==> src/hw/accumPkg.sv <==
`default_nettype none

package accumPkg;

    localparam int coeffW     = 7;   // One-hot, 1 to 64.
    localparam int itemCountW = 8;
    localparam int coeffSumW  = 15;  // 255 items of 64.

    typedef logic [coeffW-1:0]     coeffT;
    typedef logic [itemCountW-1:0] itemCountT;
    typedef logic [coeffSumW-1:0]  coeffSumT;

endpackage

`default_nettype wire

==> src/hw/graphPkg.sv <==
`default_nettype none

package graphPkg;

    localparam int numVertices = 6;
    localparam int numEdges = numVertices * (numVertices - 1) / 2;

    typedef logic [numEdges-1:0]    edgeSetT;    // Bit k is edge k.
    typedef logic [numVertices-1:0] vertexSetT;
    typedef logic [2:0]             compCountT;  // 0 to 6.
    typedef logic [2:0]             vertexIdT;

    // Edge number of pair (a,b) in lexicographic order over a<b.
    function automatic int edgeIndex(int a, int b);
        int lo;
        int hi;
        lo = (a < b) ? a : b;
        hi = (a < b) ? b : a;
        return lo * (2 * numVertices - 1 - lo) / 2 + (hi - lo - 1);
    endfunction

    // Vertices touched by at least one edge.
    function automatic vertexSetT vertexIncidence(edgeSetT g);
        vertexSetT inc;
        inc = '0;
        for (int i = 0; i < numVertices; i++) begin
            for (int j = i + 1; j < numVertices; j++) begin
                if (g[edgeIndex(i, j)]) begin
                    inc[i] = 1'b1;
                    inc[j] = 1'b1;
                end
            end
        end
        return inc;
    endfunction

endpackage

`default_nettype wire
==> src/hw/aggregatingPipeline.sv <==
`timescale 1ns/100ps
`default_nettype none

module aggregatingPipeline (
    input  wire logic                clk,
    input  wire logic                rstN,
    input  wire graphPkg::edgeSetT   sharedTop,
    input  wire graphPkg::edgeSetT   bot,
    input  wire logic                lastBotOfBatch,
    input  wire logic                botValid,
    output logic                     botReady,
    output logic                     resultsValid,
    output accumPkg::coeffSumT       pcoeffSum,
    output accumPkg::itemCountT      pcoeffCount
);

    import graphPkg::*;

    // Decode to execute.
    logic      decValid;
    logic      decReady;
    edgeSetT   decGraph;
    compCountT decSingletonCount;
    logic      decLast;

    // Execute to result.
    logic      cntValid;
    compCountT cntComponents;
    compCountT cntSingletonCount;
    logic      cntLast;

    edgeDecode u_decode (
        .clk               (clk),
        .rstN              (rstN),
        .sharedTop         (sharedTop),
        .bot               (bot),
        .inLast            (lastBotOfBatch),
        .inValid           (botValid),
        .inReady           (botReady),
        .outValid          (decValid),
        .outReady          (decReady),
        .outGraph          (decGraph),
        .outSingletonCount (decSingletonCount),
        .outLast           (decLast)
    );

    componentCounter u_execute (
        .clk               (clk),
        .rstN              (rstN),
        .inValid           (decValid),
        .inReady           (decReady),
        .inGraph           (decGraph),
        .inSingletonCount  (decSingletonCount),
        .inLast            (decLast),
        .outValid          (cntValid),
        .outComponents     (cntComponents),
        .outSingletonCount (cntSingletonCount),
        .outLast           (cntLast)
    );

    coeffAccumulator u_result (
        .clk              (clk),
        .rstN             (rstN),
        .inValid          (cntValid),
        .inComponents     (cntComponents),
        .inSingletonCount (cntSingletonCount),
        .inLast           (cntLast),
        .resultsValid     (resultsValid),
        .pcoeffSum        (pcoeffSum),
        .pcoeffCount      (pcoeffCount)
    );

endmodule

`default_nettype wire

==> src/hw/coeffAccumulator.sv <==
`timescale 1ns/100ps
`default_nettype none

module coeffAccumulator (
    input  wire logic                clk,
    input  wire logic                rstN,
    input  wire logic                inValid,
    input  wire graphPkg::compCountT inComponents,
    input  wire graphPkg::compCountT inSingletonCount,
    input  wire logic                inLast,
    output logic                     resultsValid,
    output accumPkg::coeffSumT       pcoeffSum,
    output accumPkg::itemCountT      pcoeffCount
);

    import graphPkg::*;
    import accumPkg::*;

    compCountT exponent;
    coeffT     coeff;
    coeffSumT  runningSum;
    itemCountT runningCount;
    coeffSumT  nextSum;
    itemCountT nextCount;

    assign exponent  = inComponents + inSingletonCount;  // At most 6.
    assign coeff     = coeffT'(1) << exponent;
    assign nextSum   = runningSum + coeffSumT'(coeff);
    assign nextCount = runningCount + itemCountT'(1);   // Wraps.

    always_ff @(posedge clk) begin
        if (!rstN) begin
            runningSum   <= '0;
            runningCount <= '0;
            resultsValid <= 1'b0;
            pcoeffSum    <= '0;
            pcoeffCount  <= '0;
        end else begin
            resultsValid <= inValid && inLast;
            if (inValid && inLast) begin
                // Report totals with this item, then restart.
                pcoeffSum    <= nextSum;
                pcoeffCount  <= nextCount;
                runningSum   <= '0;
                runningCount <= '0;
            end else if (inValid) begin
                runningSum   <= nextSum;
                runningCount <= nextCount;
            end
        end
    end

endmodule

`default_nettype wire

==> src/hw/componentCounter.sv <==
`timescale 1ns/100ps
`default_nettype none

module componentCounter (
    input  wire logic                clk,
    input  wire logic                rstN,
    input  wire logic                inValid,
    output logic                     inReady,
    input  wire graphPkg::edgeSetT   inGraph,
    input  wire graphPkg::compCountT inSingletonCount,
    input  wire logic                inLast,
    output logic                     outValid,
    output graphPkg::compCountT      outComponents,
    output graphPkg::compCountT      outSingletonCount,
    output logic                     outLast
);

    import graphPkg::*;

    typedef enum logic [1:0] {
        idleS,
        propagateS,
        doneS
    } stateT;

    stateT     state;
    edgeSetT   graph;
    compCountT singletonCount;
    logic      last;
    vertexIdT  labels [numVertices];
    vertexIdT  nextLabels [numVertices];
    logic      changed;
    vertexSetT incident;
    compCountT roots;

    assign inReady  = (state == idleS);
    assign outValid = (state == doneS);
    assign incident = vertexIncidence(graph);

    // ==============================
    // One round of min-label propagation.
    // ==============================
    always_comb begin
        changed = 1'b0;
        for (int v = 0; v < numVertices; v++) begin
            nextLabels[v] = labels[v];
        end
        for (int i = 0; i < numVertices; i++) begin
            for (int j = i + 1; j < numVertices; j++) begin
                if (graph[edgeIndex(i, j)]) begin
                    if (labels[j] < nextLabels[i]) nextLabels[i] = labels[j];
                    if (labels[i] < nextLabels[j]) nextLabels[j] = labels[i];
                end
            end
        end
        for (int v = 0; v < numVertices; v++) begin
            if (nextLabels[v] != labels[v]) changed = 1'b1;
        end
    end

    // A component root keeps its own index; isolated vertices are excluded.
    always_comb begin
        roots = '0;
        for (int v = 0; v < numVertices; v++) begin
            if (incident[v] && labels[v] == vertexIdT'(v)) begin
                roots = roots + compCountT'(1);
            end
        end
    end

    // ==============================
    // Control FSM.
    // ==============================
    always_ff @(posedge clk) begin
        if (!rstN) begin
            state <= idleS;
        end else begin
            case (state)
                idleS:      if (inValid) state <= propagateS;
                propagateS: if (!changed) state <= doneS;  // Converged.
                doneS:      state <= idleS;
                default:    state <= idleS;
            endcase
        end
    end

    always_ff @(posedge clk) begin
        if (state == idleS && inValid) begin
            graph          <= inGraph;
            singletonCount <= inSingletonCount;
            last           <= inLast;
            for (int v = 0; v < numVertices; v++) begin
                labels[v] <= vertexIdT'(v);
            end
        end else if (state == propagateS) begin
            labels <= nextLabels;
        end
    end

    assign outComponents     = roots;
    assign outSingletonCount = singletonCount;
    assign outLast           = last;

endmodule

`default_nettype wire

==> src/hw/edgeDecode.sv <==
`timescale 1ns/100ps
`default_nettype none

module edgeDecode (
    input  wire logic                clk,
    input  wire logic                rstN,
    input  wire graphPkg::edgeSetT   sharedTop,
    input  wire graphPkg::edgeSetT   bot,
    input  wire logic                inLast,
    input  wire logic                inValid,
    output logic                     inReady,
    output logic                     outValid,
    input  wire logic                outReady,
    output graphPkg::edgeSetT        outGraph,
    output graphPkg::compCountT      outSingletonCount,
    output logic                     outLast
);

    import graphPkg::*;

    edgeSetT   maskedGraph;
    vertexSetT incident;
    compCountT singletonCount;
    logic      accept;

    // ==============================
    // Masking and singleton count.
    // ==============================
    assign maskedGraph = sharedTop & ~bot;
    assign incident    = vertexIncidence(maskedGraph);

    always_comb begin
        singletonCount = '0;
        for (int v = 0; v < numVertices; v++) begin
            if (!incident[v]) begin
                singletonCount = singletonCount + compCountT'(1);
            end
        end
    end

    // ==============================
    // Output register stage.
    // ==============================
    assign inReady = !outValid || outReady;  // Empty or draining.
    assign accept  = inValid && inReady;

    always_ff @(posedge clk) begin
        if (!rstN) begin
            outValid <= 1'b0;
        end else if (accept) begin
            outValid <= 1'b1;
        end else if (outReady) begin
            outValid <= 1'b0;
        end
    end

    always_ff @(posedge clk) begin
        if (accept) begin
            outGraph          <= maskedGraph;
            outSingletonCount <= singletonCount;
            outLast           <= inLast;
        end
    end

endmodule

`default_nettype wire

==> config.mk <==
export PLATFORM = sky130hd
export DESIGN_NAME = aggregatingPipeline
export DESIGN_NICKNAME = d
export VERILOG_FILES = /design/src/hw/accumPkg.sv /design/src/hw/graphPkg.sv /design/src/hw/aggregatingPipeline.sv /design/src/hw/coeffAccumulator.sv /design/src/hw/componentCounter.sv /design/src/hw/edgeDecode.sv
export SDC_FILE = /design/constraint.sdc
export NUM_CORES = 1
export LEC_CHECK = 0
export ABC_AREA = 1
export BUFFER_PORTS_ARGS = -buffer_cell sky130_fd_sc_hd__buf_2
export CORE_ASPECT_RATIO = 0.5
export CORE_UTILIZATION = 35
export CTS_CLUSTER_SIZE = 12
export DETAILED_ROUTE_END_ITERATION = 8
export GPL_TIMING_DRIVEN = 0
export PLACE_DENSITY = 0.58
export SYNTH_ARGS = -nofsm -noshare
export SYNTH_HDL_FRONTEND = slang
export SYNTH_SLANG_ARGS = --single-unit
==> constraint.sdc <==
create_clock -name clk -period 9.2 [get_ports clk]
set_input_delay 0.46 -clock clk [delete_from_list [all_inputs] [get_ports clk]]
set_output_delay 0.46 -clock clk [all_outputs]
set_load 0.1 [all_outputs]
======== Yosys cells after proc, flatten, opt, wreduce, memory -nomap -nowiden ========
Index checks and enable logic that the tools add are counted.
word-level totals
  input bits .............................. 34
  latch bits .............................. 0
  bits in writable memories ............... 0
  output and inout bits ................... 25
  memories kept ........................... 0
  register bits ........................... 106
  bits in read-only memories .............. 0
operators by class
  multipliers ............................. 0
  mux-type cells .......................... 128
  shifts and indexed selects .............. 1
  magnitude comparators ................... 30
  reduce and logical (&&, ||, !) cells .... 16
  equality and inequality tests ........... 15
  div/mod/pow operators ................... 0
  bitwise gates (word level) .............. 3
  $add $sub $neg .......................... 13
operator list
  operator               count
  $mux W3                60
  $lt A3 B3 Y1           30
  $mux W1                50
  $mux W6                5
  $add A3 B1 Y3 const B  8
  $mux W2                12
  $ne A3 B3 Y1           6
  $add A15 B7 Y15        1
  $and A15 B15 Y15       1
  $not A15 Y15           1
  $logic_and A1 B1 Y1    9
  $add A8 B1 Y8 const B  1
  $shl A1 B3 Y7 const A  1
  $eq A3 B2 Y1 const B   2
  $eq A3 B3 Y1 const B   2
  $add A1 B1 Y2 const B  2
  $pmux W2 S2            1
  $add A3 B3 Y3          1
  $eq A3 B1 Y1 const B   1
  $logic_not A3 Y1       1
  $eq A2 B1 Y1 const B   1
  $eq A2 B2 Y1 const B   1
  $logic_not A2 Y1       1
  $ne A2 B1 Y1 const B   1
  other kinds (7)        7

======== Longest topological paths before layout ========
Gate-level depths: netlist (run 1).
  word-level depth ........................ 24
  depth in mapped cells ................... 49
  depth with buffers taken out ............ 48

======== By module ========
A second synthesis (run 1) with hierarchy kept.
unflattened totals
  cells, all modules ...................... 1347
  area total of the unflattened synthesis .. 9147.5 sq um
by module, submodules not included
  module            cells each  instances  area an instance (sq um)
  componentCounter  851         1          5377.7
  coeffAccumulator  352         1          2471.1
  edgeDecode        144         1          1298.7

======== Worst setup path after synthesis (run 1) ========
OpenSTA, ideal clock, no wires.
  kind .................................... register to register
  start ................................... register u_execute.graph[0]
  end ..................................... register u_result.runningSum[14]
  stages on the path, launching flop included .. 42
  period minus slack after synthesis ...... 6.399 ns
  path slack .............................. 2.801 ns
  arrival time ............................ 6.284 ns
  cell sequence ........................... edfxtp_1 buf_6 nor3_1 nand3_1 nand4_1 inv_1 ha_1 inv_1 nand2_1 nand2_1 inv_1 ha_1 nand2_1 nand2_1 ha_1 nor2_1 a31oi_1 ha_1 [6 not listed] or2_2 nand2_1 inv_1 nor3_1 ha_1 inv_1 fa_1 o21ai_0 a21oi_1 o21bai_1 nand2_1 a21oi_1 nand3_1 nor3_1 nand3_1 xnor2_1 o21ai_0 inv_1
on the way
  longest elaborated chain between the ends .. 20
RTL lines
  item                    line                    text
  from (decl)             componentCounter.sv:27  edgeSetT graph;
  from (signal assigned)  componentCounter.sv:89  graph <= inGraph;
  $mux W2 (*)             graphPkg.sv:28          if (g[edgeIndex(i, j)]) begin
  $mux W1 (4 in series)   graphPkg.sv:28
  $logic_and A1 B1 Y1     componentCounter.sv:65  if (incident[v] && labels[v] == vertexIdT'(v)) begin
  $mux W1                 componentCounter.sv:65
  $add A1 B1 Y2           componentCounter.sv:66  roots = roots + compCountT'(1);
  $mux W3 (*)             componentCounter.sv:65
  $add A3 B1 Y3           componentCounter.sv:66
  $mux W3 (*)             componentCounter.sv:65
  $add A3 B1 Y3           componentCounter.sv:66
  $mux W3 (*)             componentCounter.sv:65
  $add A3 B1 Y3           componentCounter.sv:66
  $mux W3 (*)             componentCounter.sv:65
  $add A3 B1 Y3           componentCounter.sv:66
  $mux W3 (*)             componentCounter.sv:65
  $add A3 B3 Y3 (*)       coeffAccumulator.sv:26  assign exponent = inComponents + inSingletonCount;
  $shl A1 B3 Y7 (*)       coeffAccumulator.sv:27  assign coeff = coeffT'(1) << exponent;
  $add A15 B7 Y15 (*)     coeffAccumulator.sv:28  assign nextSum = runningSum + coeffSumT'(coeff);
  to (signal assigned)    coeffAccumulator.sv:47  runningSum <= nextSum;
  to (decl)               coeffAccumulator.sv:21  coeffSumT runningSum;
Mark *: on every way between the ends. The rest lies on a longest branch, timed or not.
A chain may end at the register's enable or synchronous reset.

======== Worst setup path in the final report (run 1) ========
  start ................................... register u_execute.labels[10] in the netlist's numbering
  end ..................................... register u_result.runningSum[14]
on the way
  longest elaborated chain between the ends .. 12
RTL lines
  item                               line                    text
  from (decl)                        componentCounter.sv:30  vertexIdT labels [numVertices];
  from (signal, indexed assignment)  componentCounter.sv:93  labels[v] <= vertexIdT'(v);
  from (signal assigned)             componentCounter.sv:96  labels <= nextLabels;
  $eq A3 B2 Y1 (*)                   componentCounter.sv:65
  $logic_and A1 B1 Y1 (*)            componentCounter.sv:65
  $mux W3 (*)                        componentCounter.sv:65
  $add A3 B1 Y3                      componentCounter.sv:66
  $mux W3 (*)                        componentCounter.sv:65
  $add A3 B1 Y3                      componentCounter.sv:66
  $mux W3 (*)                        componentCounter.sv:65
  $add A3 B1 Y3                      componentCounter.sv:66
  $mux W3 (*)                        componentCounter.sv:65
  $add A3 B3 Y3 (*)                  coeffAccumulator.sv:26
  $shl A1 B3 Y7 (*)                  coeffAccumulator.sv:27
  $add A15 B7 Y15 (*)                coeffAccumulator.sv:28
Marks and branches as above.

==> flow_summary.json, run 1 <==
{
  "cp_max_fo": 9,
  "pin_count": 59,
  "crit_buf_inv": 6,
  "vdd.ir_drop.worst_mv": 0.120,
  "overflow": 0,
  "grt_pass1_vias": 7939,
  "rsz0062_at_grt": "false",
  "dp_hpwl_mm": 18.8,
  "cts-hold-fix-buffers": 0,
  "final-setup-viol-count": 0,
  "setup-tns-final_ns": 0,
  "fin_nets": 1455,
  "slew_viol_final": 0,
  "synthesis.nets": 1386,
  "cp-start-kind": "register",
  "cts_buffers": 9,
  "track_usage_pct": 19.9,
  "yosysWarnings": 0,
  "postCtsSetupRepairBufs": 0,
  "cpPeakStageDelay_ns": 0.59,
  "grt_start_max_net_pins": 23,
  "synth_cells": 1247,
  "powerDensity_nw_per_um2": 286,
  "synth_cell_types": 41,
  "dieArea_um2": 25600,
  "areaGrowthSynthToFinish_pct": 11.8,
  "clk_latency_ns": 0.36,
  "final.min_clock_period_ns": 7.77,
  "cpMostUsedCell": "nand2_1",
  "cp_data_required_time_ns": 9.46,
  "relSlewSlack_pct": 43.8,
  "cts_max_level": 3,
  "synth_top_area_share_pct": 15.6,
  "cts_root_buffer": "clkbuf_16",
  "synth_most_common_cell": "nand2_1",
  "synthFlopType": "dfxtp_1",
  "status": "completed",
  "fp.coreArea_um2": 24200,
  "synth-seq-cells": 106,
  "ant_nets": 0,
  "skew_ns": 0.0123,
  "async_flop_share_pct": 0,
  "drt_iter0_drc": 566,
  "cts_sinks": 106,
  "worst_path_max_delay_cell": "dfxtp_1",
  "antenna_found_initial": 0,
  "drc": 0,
  "hp-class": "in -> reg",
  "cts_resized": 0,
  "cts_max_path_buffers": 2,
  "start_util_pct": 36.1,
  "synth_area_per_cell_um2": 7.01,
  "fmax_mhz": 129,
  "synth_enable_flop_cells": 38,
  "drive_gt1_share_pct": 12.4,
  "portBuffers": 57,
  "place_congestion": 0.881,
  "grt_pass1_wl_mm": 39.8,
  "num_antenna_cells": 0,
  "vias": 8062,
  "rows": 40,
  "critPathArrivalTime_ns": 8.03,
  "tritoncts": "yes",
  "synthTopCellsByArea": "dfxtp_1 (16%), ha_1 (15%), edfxtp_1 (13%)",
  "endpoint_kind": "register",
  "r2r_slack_ns": 1.43,
  "chipHeight_um": 114,
  "synth_commonest_cells": "nand2_1 (256), inv_1 (236), nand3_1 (130)",
  "worst_slew_pin_slew_ns": 0.842,
  "path_delay_family": "simple AND/OR/NAND/NOR gates",
  "dieWidth_um": 225,
  "fin_ws_ns": 1.43,
  "drv_cap": 0,
  "yosysSeqAreaShare_pct": 28.6,
  "path_clk_slew_ns": 0.08,
  "hold_viol_final": 0,
  "period_share_pct": 84.4,
  "worst-setup-path-type": "reg -> reg",
  "dr.pass1.iters": 5,
  "wire_per_inst_um": 14.7,
  "synth.largest_area_cell": "dfxtp_1",
  "pre_cts_ws_ns": 1.55,
  "synthesis.area_um2": 8740,
  "avgViaCountPerCell": 4.87,
  "power_leakage_nw": 5.04,
  "wirelength_mm": 24.4
}
## stage by stage
stage | power, mW | std cells | util (%) | hold WS, ns | area (µm²)
floorplan | 1.99 | 1247 | - | 0.400 | 8740
global placement | 2.34 | 1640 | 39.0 | 0.402 | 9450
detailed placement | 2.40 | 1641 | 39.1 | 0.405 | 9480
CTS | 2.80 | 1657 | 40.3 | 0.267 | 9770
global route | 3.10 | 1657 | 40.3 | 0.273 | 9770
finish | 2.79 | 1657 | 40.3 | 0.289 | 9770
## layout by cell type (no fill, tap or decap), drive strengths merged, types with 16 or more instances in the layout
| cell | instances |
|---|---|
| a21oi | 25 |
| clkbuf | 26 |
| xor2 | 31 |
| nand3 | 139 |
| ha | 103 |
| inv | 249 |
| edfxtp | 38 |
| dfxtp | 68 |
| nand2 | 302 |
| buf | 68 |
| nor3 | 22 |
| o211ai | 16 |
| nor2 | 88 |
| o21ai | 77 |
| a211oi | 21 |
## flip-flops by register name (all words and copies together) (netlist names)
| signal | cells |
|---|---|
| u_result.runningCount | 8 |
| u_result.pcoeffCount | 8 |
| u_result.pcoeffSum | 15 |
| u_decode.outValid | 1 |
| u_execute.outSingletonCount | 3 |
| u_execute.graph | 15 |
| u_result.resultsValid | 1 |
| u_decode.outSingletonCount | 3 |
| u_execute.labels | 18 |
| u_execute.outLast | 1 |
| u_execute.state | 2 |
| u_decode.outGraph | 15 |
| u_decode.outLast | 1 |
| u_result.runningSum | 15 |
## layer usage
metal  part of all wire [%]  track usage (%)  vias to the layer above
li1                       -                -                     4133
met4                    2.9             7.57                        0
met2                     46             34.5                      181
met1                     46             25.3                     3701
met3                    4.8             2.60                       47
met5                      0                0                        -
## power breakdown
group / total [mW] / internal (mW) / switching [mW]
Clock: 0.385 / 0.192 / 0.193
Combinational: 1.78 / 0.637 / 1.14
Sequential: 0.633 / 0.528 / 0.105
## logic make-up (layout without fill, tap and decap cells)
group | Yosys count | after routing | share of synthesized area [%]
AO/OA/AOI/OAI | 148 | 148 | 10.2
XOR/XNOR | 41 | 41 | 4.11
adder cells (fa/ha/maj) | 105 | 105 | 15.2
buffers and inverters | 273 | 347 | 12.1
flip-flops | 106 | 106 | 28.6
multiplexers | 4 | 4 | 0.501
AND/OR/NAND/NOR | 570 | 570 | 29.3
## cell type report
cell class	instances	area (µm²)
fillers	2562	14500
multi-input cells	868	5180
flip-flops and latches	106	2500
inverters	246	923
well taps	336	420
repair buffers	58	313
clock buffers	9	225
plain buffers	27	131
clock inverters	7	66.3
## worst paths after layout
check,startpoint,to,cells after the start
min,lastBotOfBatch,u_decode.outLast$_DFFE_PP_,1
max,u_execute.labels[10]$_SDFFE_PP1N_,u_result.runningSum[14]$_SDFFE_PP0N_,36
max reg2reg,u_execute.labels[10]$_SDFFE_PP1N_,u_result.runningSum[14]$_SDFFE_PP0N_,36
min reg2reg,u_decode.outGraph[7]$_DFFE_PP_,u_execute.graph[7]$_DFFE_PP_,0
(Power assumes the default switching activity.)
==> run 2: changes to the inputs <==
Settings changed: PLACE_DENSITY 0.58 to 0.6.
Clock period 9.2 ns to 6.2 ns, I/O delays scaled along.
==> flow_summary.json, run 2 (synthesis gave the netlist of run 1 again) <==
{
  "num_antenna_cells": 0,
  "cpPeakStageDelay_ns": 0.48,
  "areaGrowthSynthToFinish_pct": 19.1,
  "fp.coreArea_um2": 24200,
  "wirelength_mm": 25.5,
  "cts_sinks": 106,
  "r2r-start": "u_execute.graph[0]$_DFFE_PP_",
  "power_leakage_nw": 5.27,
  "dp_hpwl_mm": 18.6,
  "cp_data_required_time_ns": 6.47,
  "vias": 8355,
  "overflow": 0,
  "dieWidth_um": 225,
  "multi_input_area_um2": 5520,
  "worst_slew_pin_slew_ns": 0.939,
  "drv_cap": 0,
  "cts_root_buffer": "clkbuf_16",
  "cts_max_path_buffers": 2,
  "final-setup-viol-count": 5,
  "grt_pass1_wl_mm": 40.0,
  "start_util_pct": 36.1,
  "avgViaCountPerCell": 4.95,
  "drt_iter0_drc": 679,
  "drive_gt1_share_pct": 20.3,
  "place_congestion": 0.930,
  "largest_reg_flops": 18,
  "path_delay_family": "adder cells",
  "clk_latency_ns": 0.36,
  "period_share_pct": 102,
  "skew_ns": 0.0111,
  "fmax_mhz": 158,
  "rsz0062_at_grt": "true",
  "powerDensity_nw_per_um2": 455,
  "final_area_um2": 10400,
  "relSlewSlack_pct": 37.3,
  "ant_nets": 0,
  "reg2reg_to": "u_result.runningSum[14]$_SDFFE_PP0N_",
  "worst-setup-path-type": "reg -> reg",
  "vdd.ir_drop.worst_mv": 0.294,
  "hold_viol_final": 0,
  "regMostFlops": "u_execute.labels",
  "critPathArrivalTime_ns": 6.60,
  "cp-start-kind": "register",
  "hp-class": "in -> reg",
  "violations": "negative setup slack",
  "slew_viol_final": 0,
  "dieArea_um2": 25600,
  "wire_per_inst_um": 15.1,
  "cts_buffers": 9,
  "worstRegToRegCells": 39,
  "track_usage_pct": 20.1,
  "status": "complete, but fails checks",
  "grt_start_max_net_pins": 23,
  "pin_count": 59,
  "antenna_found_initial": 0,
  "layout.area.seq_um2": 2540,
  "endpoint_kind": "register",
  "crit_path_end": "u_result.runningSum[14]$_SDFFE_PP0N_",
  "startpoint": "u_execute.graph[0]$_DFFE_PP_",
  "placed_area_um2": 9500,
  "cts_max_level": 3,
  "cts-hold-fix-buffers": 0,
  "crit_buf_inv": 6,
  "portBuffers": 57,
  "worst_path_max_delay_cell": "edfxtp_1",
  "pre_cts_ws_ns": -1.04,
  "tritoncts": "yes",
  "dr.pass1.iters": 6,
  "path_depth": 39,
  "fillers": 2459,
  "fin_ws_ns": -0.137,
  "fin_nets": 1486,
  "r2r_slack_ns": -0.14,
  "final.min_clock_period_ns": 6.34,
  "chipHeight_um": 114,
  "layout_commonest_cell": "nand2_1",
  "cp_max_fo": 4,
  "rows": 40,
  "grt_pass1_vias": 7919,
  "layout_common_cells": "nand2_1 (251), inv_1 (227), nand3_1 (124)",
  "path_clk_slew_ns": 0.08,
  "drc": 0
}
[run 2: worst register-to-register path, delay by kind of cell (launching register included)]
family / cells / cell delay (ns)
flops: 1 / 0.48
mux: 1 / 0.19
simple gates: 15 / 1.74
fa+ha+maj: 7 / 1.92
compound gates: 6 / 0.92
buf+inv: 6 / 0.35
xor+xnor: 4 / 0.64
[run 2: layout make-up]
type / instances / area share, %
buffer: 26 / 1.25
inverter: 246 / 8.96
multi-input combinational: 868 / 53.1
sequential: 106 / 24.4
timing repair buffer: 90 / 5.39
clock inverter: 7 / 0.746
clock buffer: 9 / 2.16
tap: 336 / 4.04
[run 2: through the flow]
step | power (mW) | cells | TNS [ns] | hold WS [ns] | util [%]
after floorplan | 2.96 | 1247 | 0 | 0.400 | -
after detailed placement | 3.58 | 1641 | -11.78 | 0.405 | 39.2
after global placement | 3.48 | 1640 | -8.75 | 0.401 | 39.1
final | 4.73 | 1688 | -0.394 | 0.147 | 43.0
after CTS | 4.34 | 1689 | -0.931 | 0.139 | 41.9
after global routing | 5.16 | 1688 | -3.55 | 0.143 | 43.0
[run 2: worst min path at each step]
stage | from | endpoint | slack (ns) | cells past startpoint
2_1_floorplan | u_decode.outGraph[0]$_DFFE_PP_ | u_execute.graph[0]$_DFFE_PP_ | 0.40 | 0
3_3_place_gp | u_decode.outLast$_DFFE_PP_ | u_execute.outLast$_DFFE_PP_ | 0.40 | 0
3_5_place_dp | u_decode.outGraph[3]$_DFFE_PP_ | u_execute.graph[3]$_DFFE_PP_ | 0.40 | 0
4_1_cts | lastBotOfBatch | u_decode.outLast$_DFFE_PP_ | 0.14 | 1
5_1_grt | lastBotOfBatch | u_decode.outLast$_DFFE_PP_ | 0.14 | 1
6_report | lastBotOfBatch | u_decode.outLast$_DFFE_PP_ | 0.15 | 1
[run 2: timing repair]
action | 4_1_cts | 5_1_grt
pin swaps | 30 | 38
resized for setup | 40 | 68
setup endpoints to repair | 23 | 23
buffers inserted | 32 | 12
[run 2: report_power, final]
group          internal, mW  switching [mW]  leakage, nW
Sequential            0.796           0.155        0.928
Combinational          1.23            1.97         4.20
Clock                 0.288           0.297        0.146
[run 2: routing by layer]
| metal | GRT usage [%] | up-vias | wire (µm) |
|---|---|---|---|
| li1 | - | 4198 | - |
| met1 | 26.2 | 3844 | 11600 |
| met2 | 33.8 | 253 | 11800 |
| met3 | 2.68 | 60 | 1430 |
| met4 | 7.62 | 0 | 789 |
| met5 | 0 | - | 0 |
